$ cat src/hw/exec_pkg.sv
package exec_pkg;

    localparam int XLEN        = 32;
    localparam int NUM_LANES   = 4;
    localparam int LANE_W      = $clog2(NUM_LANES);
    localparam int TAG_W       = 4;
    localparam int ROB_DEPTH   = 1 << TAG_W;           // One entry per tag value
    localparam int MUL_LATENCY = 3;
    localparam int MUL_CNT_W   = $clog2(MUL_LATENCY);

    // Major opcodes
    localparam logic [6:0] OP_ALU    = 7'b0110011;
    localparam logic [6:0] OP_ALUI   = 7'b0010011;
    localparam logic [6:0] OP_AUIPC  = 7'b0010111;
    localparam logic [6:0] OP_LUI    = 7'b0110111;
    localparam logic [6:0] OP_BRANCH = 7'b1100011;
    localparam logic [6:0] OP_JUMP   = 7'b1101111;
    localparam logic [6:0] OP_LOAD   = 7'b0000011;
    localparam logic [6:0] OP_STORE  = 7'b0100011;
    localparam logic [6:0] OP_SYSTEM = 7'b1110011;

    // Funct7 selects within OP_ALU
    localparam logic [6:0] F7_BASE  = 7'b0000000;
    localparam logic [6:0] F7_SUB   = 7'b0100000;
    localparam logic [6:0] F7_MUL   = 7'b0000001;
    localparam logic [6:0] F7_MOVRM = 7'b1000000;

    localparam logic [2:0] F3_ADD      = 3'b000;
    localparam logic [2:0] F3_AND      = 3'b111;
    localparam logic [2:0] F3_OR       = 3'b110;
    localparam logic [2:0] F3_ADDI     = 3'b000;
    localparam logic [2:0] F3_SLLI     = 3'b001;
    localparam logic [2:0] F3_SRLI     = 3'b101;
    localparam logic [2:0] F3_BEQ      = 3'b000;
    localparam logic [2:0] F3_BNE      = 3'b001;
    localparam logic [2:0] F3_BLT      = 3'b100;
    localparam logic [2:0] F3_BGE      = 3'b101;
    localparam logic [2:0] F3_IRET     = 3'b000;
    localparam logic [2:0] F3_MOVRM    = 3'b001;
    localparam logic [2:0] F3_TLBWRITE = 3'b111;

    // Decoded instruction as it enters the cluster
    typedef struct packed {
        logic [6:0]      opcode;
        logic [2:0]      funct3;
        logic [6:0]      funct7;
        logic [XLEN-1:0] operand1;
        logic [XLEN-1:0] operand2;
        logic [XLEN-1:0] immediate;
        logic [XLEN-1:0] pc;
        logic [XLEN-1:0] rm1;
    } exec_req_t;

    typedef struct packed {
        exec_req_t        req;
        logic [TAG_W-1:0] tag;
    } lane_req_t;

    typedef struct packed {
        logic [TAG_W-1:0] tag;
        logic [XLEN-1:0]  alu_out;
        logic [XLEN-1:0]  target_pc;
        logic             branch_taken;
    } lane_res_t;

    typedef struct packed {
        logic [XLEN-1:0] alu_out;
        logic [XLEN-1:0] target_pc;
        logic            branch_taken;
    } retire_t;

endpackage

$ cat src/hw/op_dispatch.sv
`timescale 1ns/10ps

module op_dispatch (
    input  logic                               clk,
    input  logic                               reset,
    input  logic                               in_valid,
    input  exec_pkg::exec_req_t                in_req,
    input  logic [exec_pkg::NUM_LANES-1:0]     busy,
    input  logic                               retire,
    output logic                               stall,
    output logic [exec_pkg::NUM_LANES-1:0]     issue_valid,
    output exec_pkg::lane_req_t                issue_req
);
    import exec_pkg::*;

    logic [TAG_W-1:0]     tag_cnt;
    logic [TAG_W:0]       outstanding;                 // Needs to reach ROB_DEPTH
    logic [LANE_W-1:0]    rr_last;
    logic [NUM_LANES-1:0] busy_eff;
    logic                 pend_mul;
    logic                 pick_found;
    logic [LANE_W-1:0]    pick_lane;
    logic                 rob_full;
    logic                 accept;

    // A MUL strobed this cycle has not raised busy yet
    assign pend_mul = (issue_req.req.opcode == OP_ALU) && (issue_req.req.funct7 == F7_MUL);
    assign busy_eff = busy | (issue_valid & {NUM_LANES{pend_mul}});

    always_comb begin : pick_blk
        logic [LANE_W-1:0] cand;
        pick_found = 1'b0;
        pick_lane  = '0;
        cand       = '0;
        // Search starts at the lane after the last one used
        for (int k = 0; k < NUM_LANES; k++) begin
            cand = LANE_W'((int'(rr_last) + 1 + k) % NUM_LANES);
            if (!pick_found && !busy_eff[cand]) begin
                pick_found = 1'b1;
                pick_lane  = cand;
            end
        end
    end

    assign rob_full = (outstanding == (TAG_W + 1)'(ROB_DEPTH));
    assign stall    = !pick_found || rob_full;
    assign accept   = in_valid && !stall;

    always_ff @(posedge clk) begin
        if (reset) begin
            tag_cnt     <= '0;
            outstanding <= '0;
            rr_last     <= LANE_W'(NUM_LANES - 1);     // First pick is lane 0
            issue_valid <= '0;
        end else begin
            issue_valid <= '0;
            if (accept) begin
                issue_valid[pick_lane] <= 1'b1;
                tag_cnt                <= tag_cnt + 1'b1;  // Wraps with the ROB
                rr_last                <= pick_lane;
            end
            case ({accept, retire})
                2'b10:   outstanding <= outstanding + 1'b1;
                2'b01:   outstanding <= outstanding - 1'b1;
                default: outstanding <= outstanding;
            endcase
        end
    end

    always_ff @(posedge clk) begin
        if (accept) begin
            issue_req.req <= in_req;
            issue_req.tag <= tag_cnt;
        end
    end

endmodule

$ cat config.mk
export PLATFORM = sky130hd
export DESIGN_NAME = op_dispatch
export DESIGN_NICKNAME = d
export VERILOG_FILES = /design/src/hw/exec_pkg.sv /design/src/hw/op_dispatch.sv
export SDC_FILE = /design/constraint.sdc
export NUM_CORES = 1
export LEC_CHECK = 0
export BUFFER_PORTS_ARGS = -buffer_cell sky130_fd_sc_hd__buf_2
export CAP_MARGIN = 15
export CORE_AREA = 2 2 145 147
export DETAILED_ROUTE_END_ITERATION = 16
export DIE_AREA = 0 0 147 149
export HOLD_SLACK_MARGIN = 0.12
export SLEW_MARGIN = 20
export SYNTH_ARGS = -nofsm -noshare
export SYNTH_HDL_FRONTEND = slang
export SYNTH_SLANG_ARGS = --single-unit
$ cat constraint.sdc
create_clock -name clk -period 9.3 [get_ports clk]
set_input_delay 1.395 -clock clk [delete_from_list [all_inputs] [get_ports clk]]
set_output_delay 1.395 -clock clk [all_outputs]
set_load 0.03 [all_outputs]
==> impl_metrics.tcl <==
set metrics [dict create \
    drive_above_1_share_pct 60.41 \
    worstHoldPathCells 0 \
    skew_ps 21.75 \
    fp-row-count 53 \
    cts-root-buf "clkbuf_16" \
    coreArea_mm2 0.02056 \
    clock_sinks 196 \
    track_usage_pct 14.17 \
    required_ps 7910 \
    cp_max_fo 6 \
    fmax_ghz 0.2517 \
    start_kind "register" \
    drtPass1Iterations 4 \
    synth_largest_area_cell "edfxtp_1" \
    cts_setup_buffers 0 \
    grt_pass1_wl_um 23120 \
    arrival_ps 2580 \
    cts-resized-gates 0 \
    vias 4164 \
    hp-class "reg2reg" \
    synthesis.area_mm2 0.006384 \
    antennaDiodeCount 0 \
    pin_count 371 \
    holdPathEnd "issue_req[3]$_DFFE_PP_" \
    drtIter0Drc 151 \
    first_global_vias 4222 \
    r2r-start "issue_req[165]$_DFFE_PP_" \
    fin_crit_sh_pct 42.72 \
    p_per_area_mw_per_mm2 235.6 \
    hold_viol 0 \
    grt_overflow 0 \
    min-delay-start "tag_cnt[3]$_SDFFE_PP0P_" \
    gp_routability_congestion 0.8536 \
    synth-seq-cells 196 \
    r2r-end "outstanding[4]$_SDFFE_PP0P_" \
    ant_nets 0 \
    multi_input_area_um2 603.1 \
    cts_made_buffers 17 \
    synthFlopType "edfxtp_1" \
    syn-num-nets 472 \
    r2r_cells 12 \
    synth_edf_count 181 \
    fin_crit_ps 3973 \
    crit_path_end_kind "primary output" \
    clk_pin_slew_ps 80 \
    final_max_slew_viol_count 0 \
    ys_types 44 \
    die_w_um 147 \
    drc 0 \
    setup_tns_ps 0 \
    regToRegSetupSlack_ps 5720 \
    via_per_inst 4.351 \
    cts_hold_buffers 0 \
    routedWlPerCell_um 17.33 \
    num-nets-final 860 \
    syn2layout_area_growth_pct 44.36 \
    max_slew_margin_pct 32.62 \
    cts.path.max_buffers 2 \
    initial_core_util_pct 31.05 \
    leakagePower_nw 3.915 \
    dieArea_mm2 0.02190 \
    worstMarginPinSlew_ps 1011 \
    fp.dieH_um 149 \
    grt_max_degree 113 \
    crit_type "reg2out" \
    maxCapViolations 0 \
    regArea_mm2 0.005736 \
    yosysWarningCount 0 \
    final.fill_count 1831 \
    h-tree-depth 4 \
    status "completed" \
    vdd_drop_max_mv 0.1084 \
    rsz0062_at_grt "false" \
    synth_cells 281 \
    antenna_found_initial 0 \
    synth_top_area_share_pct 85.14 \
    async_flop_share_pct 0 \
    avgSynthCellArea_um2 22.72 \
    cts_tree "done" \
    setup_viol 0 \
    seq_area_frac_synth_pct 89.85 \
    clk_latency_ps 430 \
    p_total_w 0.002171 \
    port-buffer-count 370 \
    routed_wl_um 16590 \
    dp_hpwl_um 12740 \
    synth.area.top_cells "edfxtp_1 (85%), dfxtp_1 (4.7%), ha_1 (0.98%)" \
]
cell usage in the layout, fill, tap and decap left out, types with 3 or more instances in the layout:
cell,n
a21oi_1,7
and3b_1,4
buf_2,370
clkbuf_16,17
clkinv_4,3
clkinv_8,4
dfxtp_1,15
edfxtp_1,181
ha_1,5
inv_1,6
inv_6,5
nor2_1,10
o21ai_1,3
area by class of cell:
type | count | share of cell area (%)
multi-input combinational | 75 | 6.544
tap | 275 | 3.734
timing repair buffer | 372 | 20.26
sequential | 196 | 62.24
clock inverter | 15 | 2.267
inverter | 7 | 0.3394
clock buffer | 17 | 4.616
layer usage:
metal	track usage, %	wire length (um)	vias to the layer above
met5	0	0	-
met4	5.240	333	0
met3	5.596	1502	20
met2	24.91	8568	219
met1	15.59	6183	2019
li1	-	-	1906
power by group:
group / internal [W] / switching, W / leakage, nW
Combinational: 0.0000916 / 0.000232 / 1.73
Sequential: 0.00106 / 0.0000264 / 1.88
Clock: 0.000414 / 0.000350 / 0.308
worst max path at each step:
stage / cells past startpoint / from / end
finish: 5 / issue_req[165]$_DFFE_PP_ / stall
global route: 5 / issue_req[165]$_DFFE_PP_ / stall
CTS: 5 / issue_req[165]$_DFFE_PP_ / stall
detailed placement: 6 / busy[3] / issue_req[104]$_DFFE_PP_
global placement: 6 / busy[3] / issue_req[172]$_DFFE_PP_
floorplan: 4 / busy[3] / issue_req[0]$_DFFE_PP_
metrics by stage:
stage	utilization (%)	hold WS [ps]	cells	instance area, um2	setup slack, ps
2_1_floorplan	-	420.1	281	6384	4964
5_1_grt	44.83	511.6	957	9215	5172
4_1_cts	44.83	487.5	957	9215	5261
6_report	44.83	483.0	957	9215	5327
3_3_place_gp	41.74	436.5	925	8581	5306
3_5_place_dp	41.74	456.6	925	8581	5179
cell families (layout without fill, tap and decap cells):
kind of cell,Yosys count,in the layout,share of synthesized area (%)
buffers and inverters,10,411,0.7056
DFF,196,196,89.85
muxes,2,2,0.3136
and+or+nand+nor,32,32,3.430
adders and majority gates,6,6,1.294
AOI/OAI and AO/OA,32,32,3.998
xor gates and xnor gates,3,3,0.4117
Yosys cell counts (all sizes together), types with 4 or more instances:
master  instances
ha              5
nor2           10
inv             7
a41oi           4
edfxtp        181
and3b           4
dfxtp          15
a21oi           7
o21ai           4
state kept, by name, summed over array words and instances, names as in the netlist:
name,count
outstanding,5
issue_valid,4
tag_cnt,4
issue_req,181
rr_last,2
critical path, cell delays in order, from the launching register on:
cell	delay, ps
edfxtp_1	440
nor4_4	480
a41oi_2	250
or2_1	330
o31ai_1	370
buf_2	280
(Power assumes the default switching activity.)
