**src/hw/exec_pkg.sv**
```systemverilog
package exec_pkg;

    localparam int XLEN        = 32;
    localparam int NUM_LANES   = 4;
    localparam int LANE_W      = $clog2(NUM_LANES);
    localparam int TAG_W       = 4;
    localparam int ROB_DEPTH   = 1 << TAG_W;           // One entry per tag value
    localparam int MUL_LATENCY = 3;
    localparam int MUL_CNT_W   = $clog2(MUL_LATENCY);

    // Major opcodes
    localparam logic [6:0] OP_ALU    = 7'b0110011;
    localparam logic [6:0] OP_ALUI   = 7'b0010011;
    localparam logic [6:0] OP_AUIPC  = 7'b0010111;
    localparam logic [6:0] OP_LUI    = 7'b0110111;
    localparam logic [6:0] OP_BRANCH = 7'b1100011;
    localparam logic [6:0] OP_JUMP   = 7'b1101111;
    localparam logic [6:0] OP_LOAD   = 7'b0000011;
    localparam logic [6:0] OP_STORE  = 7'b0100011;
    localparam logic [6:0] OP_SYSTEM = 7'b1110011;

    // Funct7 selects within OP_ALU
    localparam logic [6:0] F7_BASE  = 7'b0000000;
    localparam logic [6:0] F7_SUB   = 7'b0100000;
    localparam logic [6:0] F7_MUL   = 7'b0000001;
    localparam logic [6:0] F7_MOVRM = 7'b1000000;

    localparam logic [2:0] F3_ADD      = 3'b000;
    localparam logic [2:0] F3_AND      = 3'b111;
    localparam logic [2:0] F3_OR       = 3'b110;
    localparam logic [2:0] F3_ADDI     = 3'b000;
    localparam logic [2:0] F3_SLLI     = 3'b001;
    localparam logic [2:0] F3_SRLI     = 3'b101;
    localparam logic [2:0] F3_BEQ      = 3'b000;
    localparam logic [2:0] F3_BNE      = 3'b001;
    localparam logic [2:0] F3_BLT      = 3'b100;
    localparam logic [2:0] F3_BGE      = 3'b101;
    localparam logic [2:0] F3_IRET     = 3'b000;
    localparam logic [2:0] F3_MOVRM    = 3'b001;
    localparam logic [2:0] F3_TLBWRITE = 3'b111;

    // Decoded instruction as it enters the cluster
    typedef struct packed {
        logic [6:0]      opcode;
        logic [2:0]      funct3;
        logic [6:0]      funct7;
        logic [XLEN-1:0] operand1;
        logic [XLEN-1:0] operand2;
        logic [XLEN-1:0] immediate;
        logic [XLEN-1:0] pc;
        logic [XLEN-1:0] rm1;
    } exec_req_t;

    typedef struct packed {
        exec_req_t        req;
        logic [TAG_W-1:0] tag;
    } lane_req_t;

    typedef struct packed {
        logic [TAG_W-1:0] tag;
        logic [XLEN-1:0]  alu_out;
        logic [XLEN-1:0]  target_pc;
        logic             branch_taken;
    } lane_res_t;

    typedef struct packed {
        logic [XLEN-1:0] alu_out;
        logic [XLEN-1:0] target_pc;
        logic            branch_taken;
    } retire_t;

endpackage

```
**src/hw/alu_lane.sv**
```systemverilog
`timescale 1ns/10ps

module alu_lane (
    input  logic                clk,
    input  logic                reset,
    input  logic                issue_valid,
    input  exec_pkg::lane_req_t issue_req,
    output logic                busy,
    output logic                res_valid,
    output exec_pkg::lane_res_t res
);
    import exec_pkg::*;

    exec_req_t            r;
    lane_res_t            nxt_res;
    lane_res_t            mul_hold;
    logic [MUL_CNT_W-1:0] mul_cnt;
    logic                 is_mul;

    assign r      = issue_req.req;
    assign is_mul = (r.opcode == OP_ALU) && (r.funct7 == F7_MUL);
    assign busy   = (mul_cnt != '0);

    always_comb begin
        nxt_res              = '0;
        nxt_res.tag          = issue_req.tag;
        nxt_res.target_pc    = r.pc + r.immediate;  // Branch target for every op
        nxt_res.alu_out      = '0;
        nxt_res.branch_taken = 1'b0;

        case (r.opcode)
            OP_ALU: begin
                case (r.funct7)
                    F7_SUB: nxt_res.alu_out = r.operand1 - r.operand2;
                    F7_MUL: nxt_res.alu_out = r.operand1 * r.operand2;  // Low word only
                    F7_BASE: begin
                        case (r.funct3)
                            F3_ADD:  nxt_res.alu_out = r.operand1 + r.operand2;
                            F3_AND:  nxt_res.alu_out = r.operand1 & r.operand2;
                            F3_OR:   nxt_res.alu_out = r.operand1 | r.operand2;
                            default: nxt_res.alu_out = '0;
                        endcase
                    end
                    F7_MOVRM: nxt_res.alu_out = r.rm1;  // Privileged reg to GPR
                    default:  nxt_res.alu_out = '0;
                endcase
            end
            OP_ALUI: begin
                // Shift amount is the whole immediate, so 32 and up clears
                case (r.funct3)
                    F3_ADDI: nxt_res.alu_out = r.operand1 + r.immediate;
                    F3_SLLI: nxt_res.alu_out = r.operand1 << r.immediate;
                    F3_SRLI: nxt_res.alu_out = r.operand1 >> r.immediate;
                    default: nxt_res.alu_out = '0;
                endcase
            end
            OP_AUIPC: nxt_res.alu_out = r.pc + r.immediate;
            OP_LUI:   nxt_res.alu_out = r.immediate;
            OP_BRANCH: begin
                // Unsigned compares; difference goes out as alu_out
                case (r.funct3)
                    F3_BEQ: begin
                        nxt_res.branch_taken = (r.operand1 == r.operand2);
                        nxt_res.alu_out      = r.operand1 - r.operand2;
                    end
                    F3_BNE: begin
                        nxt_res.branch_taken = (r.operand1 != r.operand2);
                        nxt_res.alu_out      = r.operand1 - r.operand2;
                    end
                    F3_BLT: begin
                        nxt_res.branch_taken = (r.operand1 < r.operand2);
                        nxt_res.alu_out      = r.operand1 - r.operand2;
                    end
                    F3_BGE: begin
                        nxt_res.branch_taken = (r.operand1 >= r.operand2);
                        nxt_res.alu_out      = r.operand1 - r.operand2;
                    end
                    default: nxt_res.alu_out = '0;
                endcase
            end
            OP_JUMP:  nxt_res.branch_taken = 1'b1;  // Unconditional
            OP_LOAD:  nxt_res.alu_out = r.operand1 + r.immediate;  // Memory address
            OP_STORE: nxt_res.alu_out = r.operand1 + r.immediate;
            OP_SYSTEM: begin
                case (r.funct3)
                    F3_IRET:     nxt_res.alu_out = '0;
                    F3_MOVRM:    nxt_res.alu_out = r.operand1;
                    F3_TLBWRITE: nxt_res.alu_out = '0;
                    default:     nxt_res.alu_out = '0;
                endcase
            end
            default: begin
                nxt_res.alu_out      = '0;
                nxt_res.branch_taken = 1'b0;
            end
        endcase
    end

    always_ff @(posedge clk) begin
        if (reset) begin
            mul_cnt   <= '0;
            res_valid <= 1'b0;
        end else begin
            res_valid <= (issue_valid && !is_mul) || (mul_cnt == MUL_CNT_W'(1));
            if (issue_valid && is_mul) begin
                mul_cnt <= MUL_CNT_W'(MUL_LATENCY - 1);  // Issue edge counts as the first
            end else if (mul_cnt != '0) begin
                mul_cnt <= mul_cnt - 1'b1;
            end
        end
    end

    // Single-cycle ops and the finished MUL share the result register
    always_ff @(posedge clk) begin
        if (issue_valid && is_mul) begin
            mul_hold <= nxt_res;
        end
        if (issue_valid && !is_mul) begin
            res <= nxt_res;
        end else if (mul_cnt == MUL_CNT_W'(1)) begin
            res <= mul_hold;
        end
    end

endmodule

```
**config.mk**
```make
export PLATFORM = sky130hd
export DESIGN_NAME = alu_lane
export DESIGN_NICKNAME = d
export VERILOG_FILES = /design/src/hw/exec_pkg.sv /design/src/hw/alu_lane.sv
export SDC_FILE = /design/constraint.sdc
export NUM_CORES = 2
export LEC_CHECK = 0
export ABC_AREA = 1
export BUFFER_PORTS_ARGS = -buffer_cell sky130_fd_sc_hd__buf_2
export CELL_PAD_IN_SITES_DETAIL_PLACEMENT = 1
export CELL_PAD_IN_SITES_GLOBAL_PLACEMENT = 2
export CORE_ASPECT_RATIO = 0.5
export CORE_MARGIN = 3
export CORE_UTILIZATION = 38
export DETAILED_ROUTE_END_ITERATION = 12
export GPL_ROUTABILITY_DRIVEN = 0
export PLACE_DENSITY_LB_ADDON = 0.1
export SLEW_MARGIN = 5
export SYNTH_ARGS = -nofsm -noshare
export SYNTH_HDL_FRONTEND = slang
export SYNTH_SLANG_ARGS = --single-unit
```
**constraint.sdc**
```tcl
create_clock -name clk -period 24.3 [get_ports clk]
set_input_delay 3.645 -clock clk [delete_from_list [all_inputs] [get_ports clk]]
set_output_delay 3.645 -clock clk [all_outputs]
set_load 0.02 [all_outputs]
```
==> reports/metrics.yaml <==
finish:
  drive_gt1_share_pct: 7.52
  final_util_pct: 41.6
  seq_area_um2: 4200
  nNetsFinal: 6625
  final.fill_count: 12700
  syn_to_final_growth_pct: 7.62
  multi_input_area_um2: 27800
  fin_cells: 7076
logic_synthesis:
  synth.top_cells.by_count: "nand2_1 (1,801), inv_1 (1,106), nand3_1 (453)"
  syn_inst: 5676
  synth.most_common_cell: "nand2_1"
  synth.top_cell.area_share_pct: 22.2
  ys_seq_elements: 141
  synthArstFlopShare_pct: 0
  synth_top_area_cell: "fa_1"
  synthDistinctLibCells: 65
  synth_edf_count: 138
  synthTopCellsByArea: "fa_1 (22%), nand2_1 (18%), inv_1 (11%)"
  ys_warn_count: 0
  synth_seq_area_share_pct: 11.3
  syn-cell-area_um2: 37200
  synth_top_flop_cell: "edfxtp_1"
  synth_nets: 6553
  syn-mean-instance-area_um2: 6.55
power_and_ir_drop:
  p_comb_share_pct: 91.5
  intPower_mw: 2.57
  clock_power_share_pct: 4.3
  power_frac_seq_pct: 4.3
  power_switching_mw: 4.08
  swShare_pct: 61.3
  power_leakage_nw: 22.1
  power.density_nw_per_um2: 166
  ir_drop_mv: 0.302
route:
  drcViolationCount: 0
  routed_wirelength_um: 183000
  ant_nets: 0
  wire_per_inst_um: 25.9
  vias: 39700
  drt-initial-drc-count: 4028
  dr.pass1.iters: 6
  routed_via_density: 5.61
min_path:
  holdPathEnd: "mul_cnt[1]$_SDFFE_PP0P_"
  hold_path.class: "reg2reg"
  min_from: "mul_cnt[1]$_SDFFE_PP0P_"
  min_path_cells: 2
clocking:
  cts_buffers: 17
  clk_latency_ps: 450
  cts_root_buffer: "clkbuf_16"
  post_cts_buffers: 0
  clkTransAtPathRegs_ps: 70
  cts-resized-gates: 0
  clock_sinks: 141
  clockBufferDepth: 2
  tritoncts: "done"
  hold_buffers: 0
  h-tree-depth: 4
sta:
  post-route-period-util_pct: 47.6
  hold_viol_final: 0
  final.setup.tns_ps: 0
  setup_ws_ps: 12740
  slew_viol_final: 2
  finalSetupViolations: 0
  fin_crit_ps: 11560
  max_slew_margin_pct: -5.63
  worst_pin_slew_ps: 1540
  fmax_ghz: 0.0865
  skew_ps: 11.4
  rsz0062_at_grt: "false"
global_routing:
  grt_max_degree: 71
  antenna_found_initial: 10
  grt_overflow: 0
  grt_usage_pct: 35.5
  grt_pass1_wl_um: 267000
  grt_pass1_vias: 40600
worst_setup_path:
  critPathLaunchType: "input pin"
  cp_slowest_cell: "buf_2"
  arrival_ps: 11880
  crit_path_end_kind: "register"
  reg2reg_from: "mul_cnt[1]$_SDFFE_PP0P_"
  path_class: "in2reg"
  r2r-end: "res[50]$_DFFE_PP_"
  max_stage_delay_ps: 820
  crit_path_max_fanout: 24
  rrSetupSlack_ps: 22500
  r2r_cells: 4
  required_ps: 24620
  crit_top_cell: "fa_1"
floorplan:
  die-area_um2: 102000
  coreArea_um2: 96200
  initial_utilization_pct: 38.7
  boundaryPins: 255
  dieHeight_um: 227
  row_count: 80
  die_x_um: 448
run_status:
  status: "complete, but fails checks"
  violations: "max-capacitance violations, max-slew violations"
placed_design:
  pre_cts_ws_ps: 12500
  dp_hpwl_um: 146000
  dp.cells: 7041
  port_buffers: 254
run:
  cap_violations: 1
## metrics by stage
step | instance area (µm²) | power (mW) | hold slack (ps)
CTS | 40000 | 6.62 | 459
finish | 40000 | 6.65 | 458
global route | 40000 | 7.37 | 488
floorplan | 37200 | 4.34 | 430
global placement | 39400 | 6.18 | 442
detailed placement | 39400 | 6.29 | 452
## how the worst max path moves through the flow
stage                              start                 to  slack (ps)  cells past startpoint
after floorplan           issue_req[144]  res[61]$_DFFE_PP_       14050                     29
after global placement    issue_req[145]  res[57]$_DFFE_PP_       12600                     29
after detailed placement  issue_req[145]  res[57]$_DFFE_PP_       12500                     29
after CTS                 issue_req[145]  res[57]$_DFFE_PP_       12950                     29
after global routing      issue_req[145]  res[57]$_DFFE_PP_       12570                     29
final                     issue_req[145]  res[57]$_DFFE_PP_       12740                     29
## sequential cells by signal (all words and copies together) (netlist names)
register / cells
res: 69
mul_hold: 69
mul_cnt: 2
res_valid: 1
## routing by layer
metal	up-vias	GRT usage (%)	part of all wire (%)
li1	17700	-	-
met1	20000	49.8	44
met2	1729	56.3	44
met3	285	4.68	8.1
met4	6	12.7	4.0
met5	-	0	0.017
## power groups by stage
stage	combinational, mW	sequential, mW	clock (mW)
global placement	5.89	0.289	0
global route	6.79	0.285	0.295
floorplan	4.04	0.298	0
CTS	6.05	0.285	0.286
detailed placement	6.00	0.290	0
finish	6.09	0.285	0.283
## cell type report
cell class | count | share of cell area (%)
Antenna cell | 3 | 0.0188
Clock buffer | 18 | 1.07
Clock inverter | 14 | 0.466
Inverter | 1119 | 10.5
Multi-Input combinational cell | 4170 | 69.3
Sequential cell | 141 | 10.5
Tap cell | 1312 | 4.10
Timing Repair Buffer | 299 | 4.02
## critical path: cells and delay by family
| kind | cells | cell delay (ps) |
|---|---|---|
| fa+ha+maj | 9 | 4320 |
| buf+inv | 6 | 1160 |
| compound gates | 1 | 150 |
| simple gates | 13 | 2570 |
## layout by cell type, fill, tap and decap left out, drive strengths merged, types with 5 or more instances in the layout
cell type	instances
o21ai	193
a21o	20
o21a	10
clkbuf	18
o21bai	18
o31ai	6
o22ai	10
a31oi	19
and2	12
xor2	56
nand4	64
nor2	336
nand3	473
fa	412
buf	299
nor4	11
or2	26
nand3b	17
a211oi	5
o211ai	23
inv	1118
xnor2	25
nor3	42
nand2	1817
a21oi	235
a221oi	5
o2111ai	5
clkinv	10
o221ai	19
edfxtp	138
a21boi	13
ha	281
## cell families after synthesis
kind of cell / Yosys count / share of synthesized area (%)
compound gates: 598 / 9.45
xor+xnor: 81 / 1.91
fa+ha+maj: 693 / 31.6
buf+inv: 1365 / 14.2
flops: 141 / 11.3
simple gates: 2798 / 31.5
Note: power is estimated with default switching activity, not from simulation.
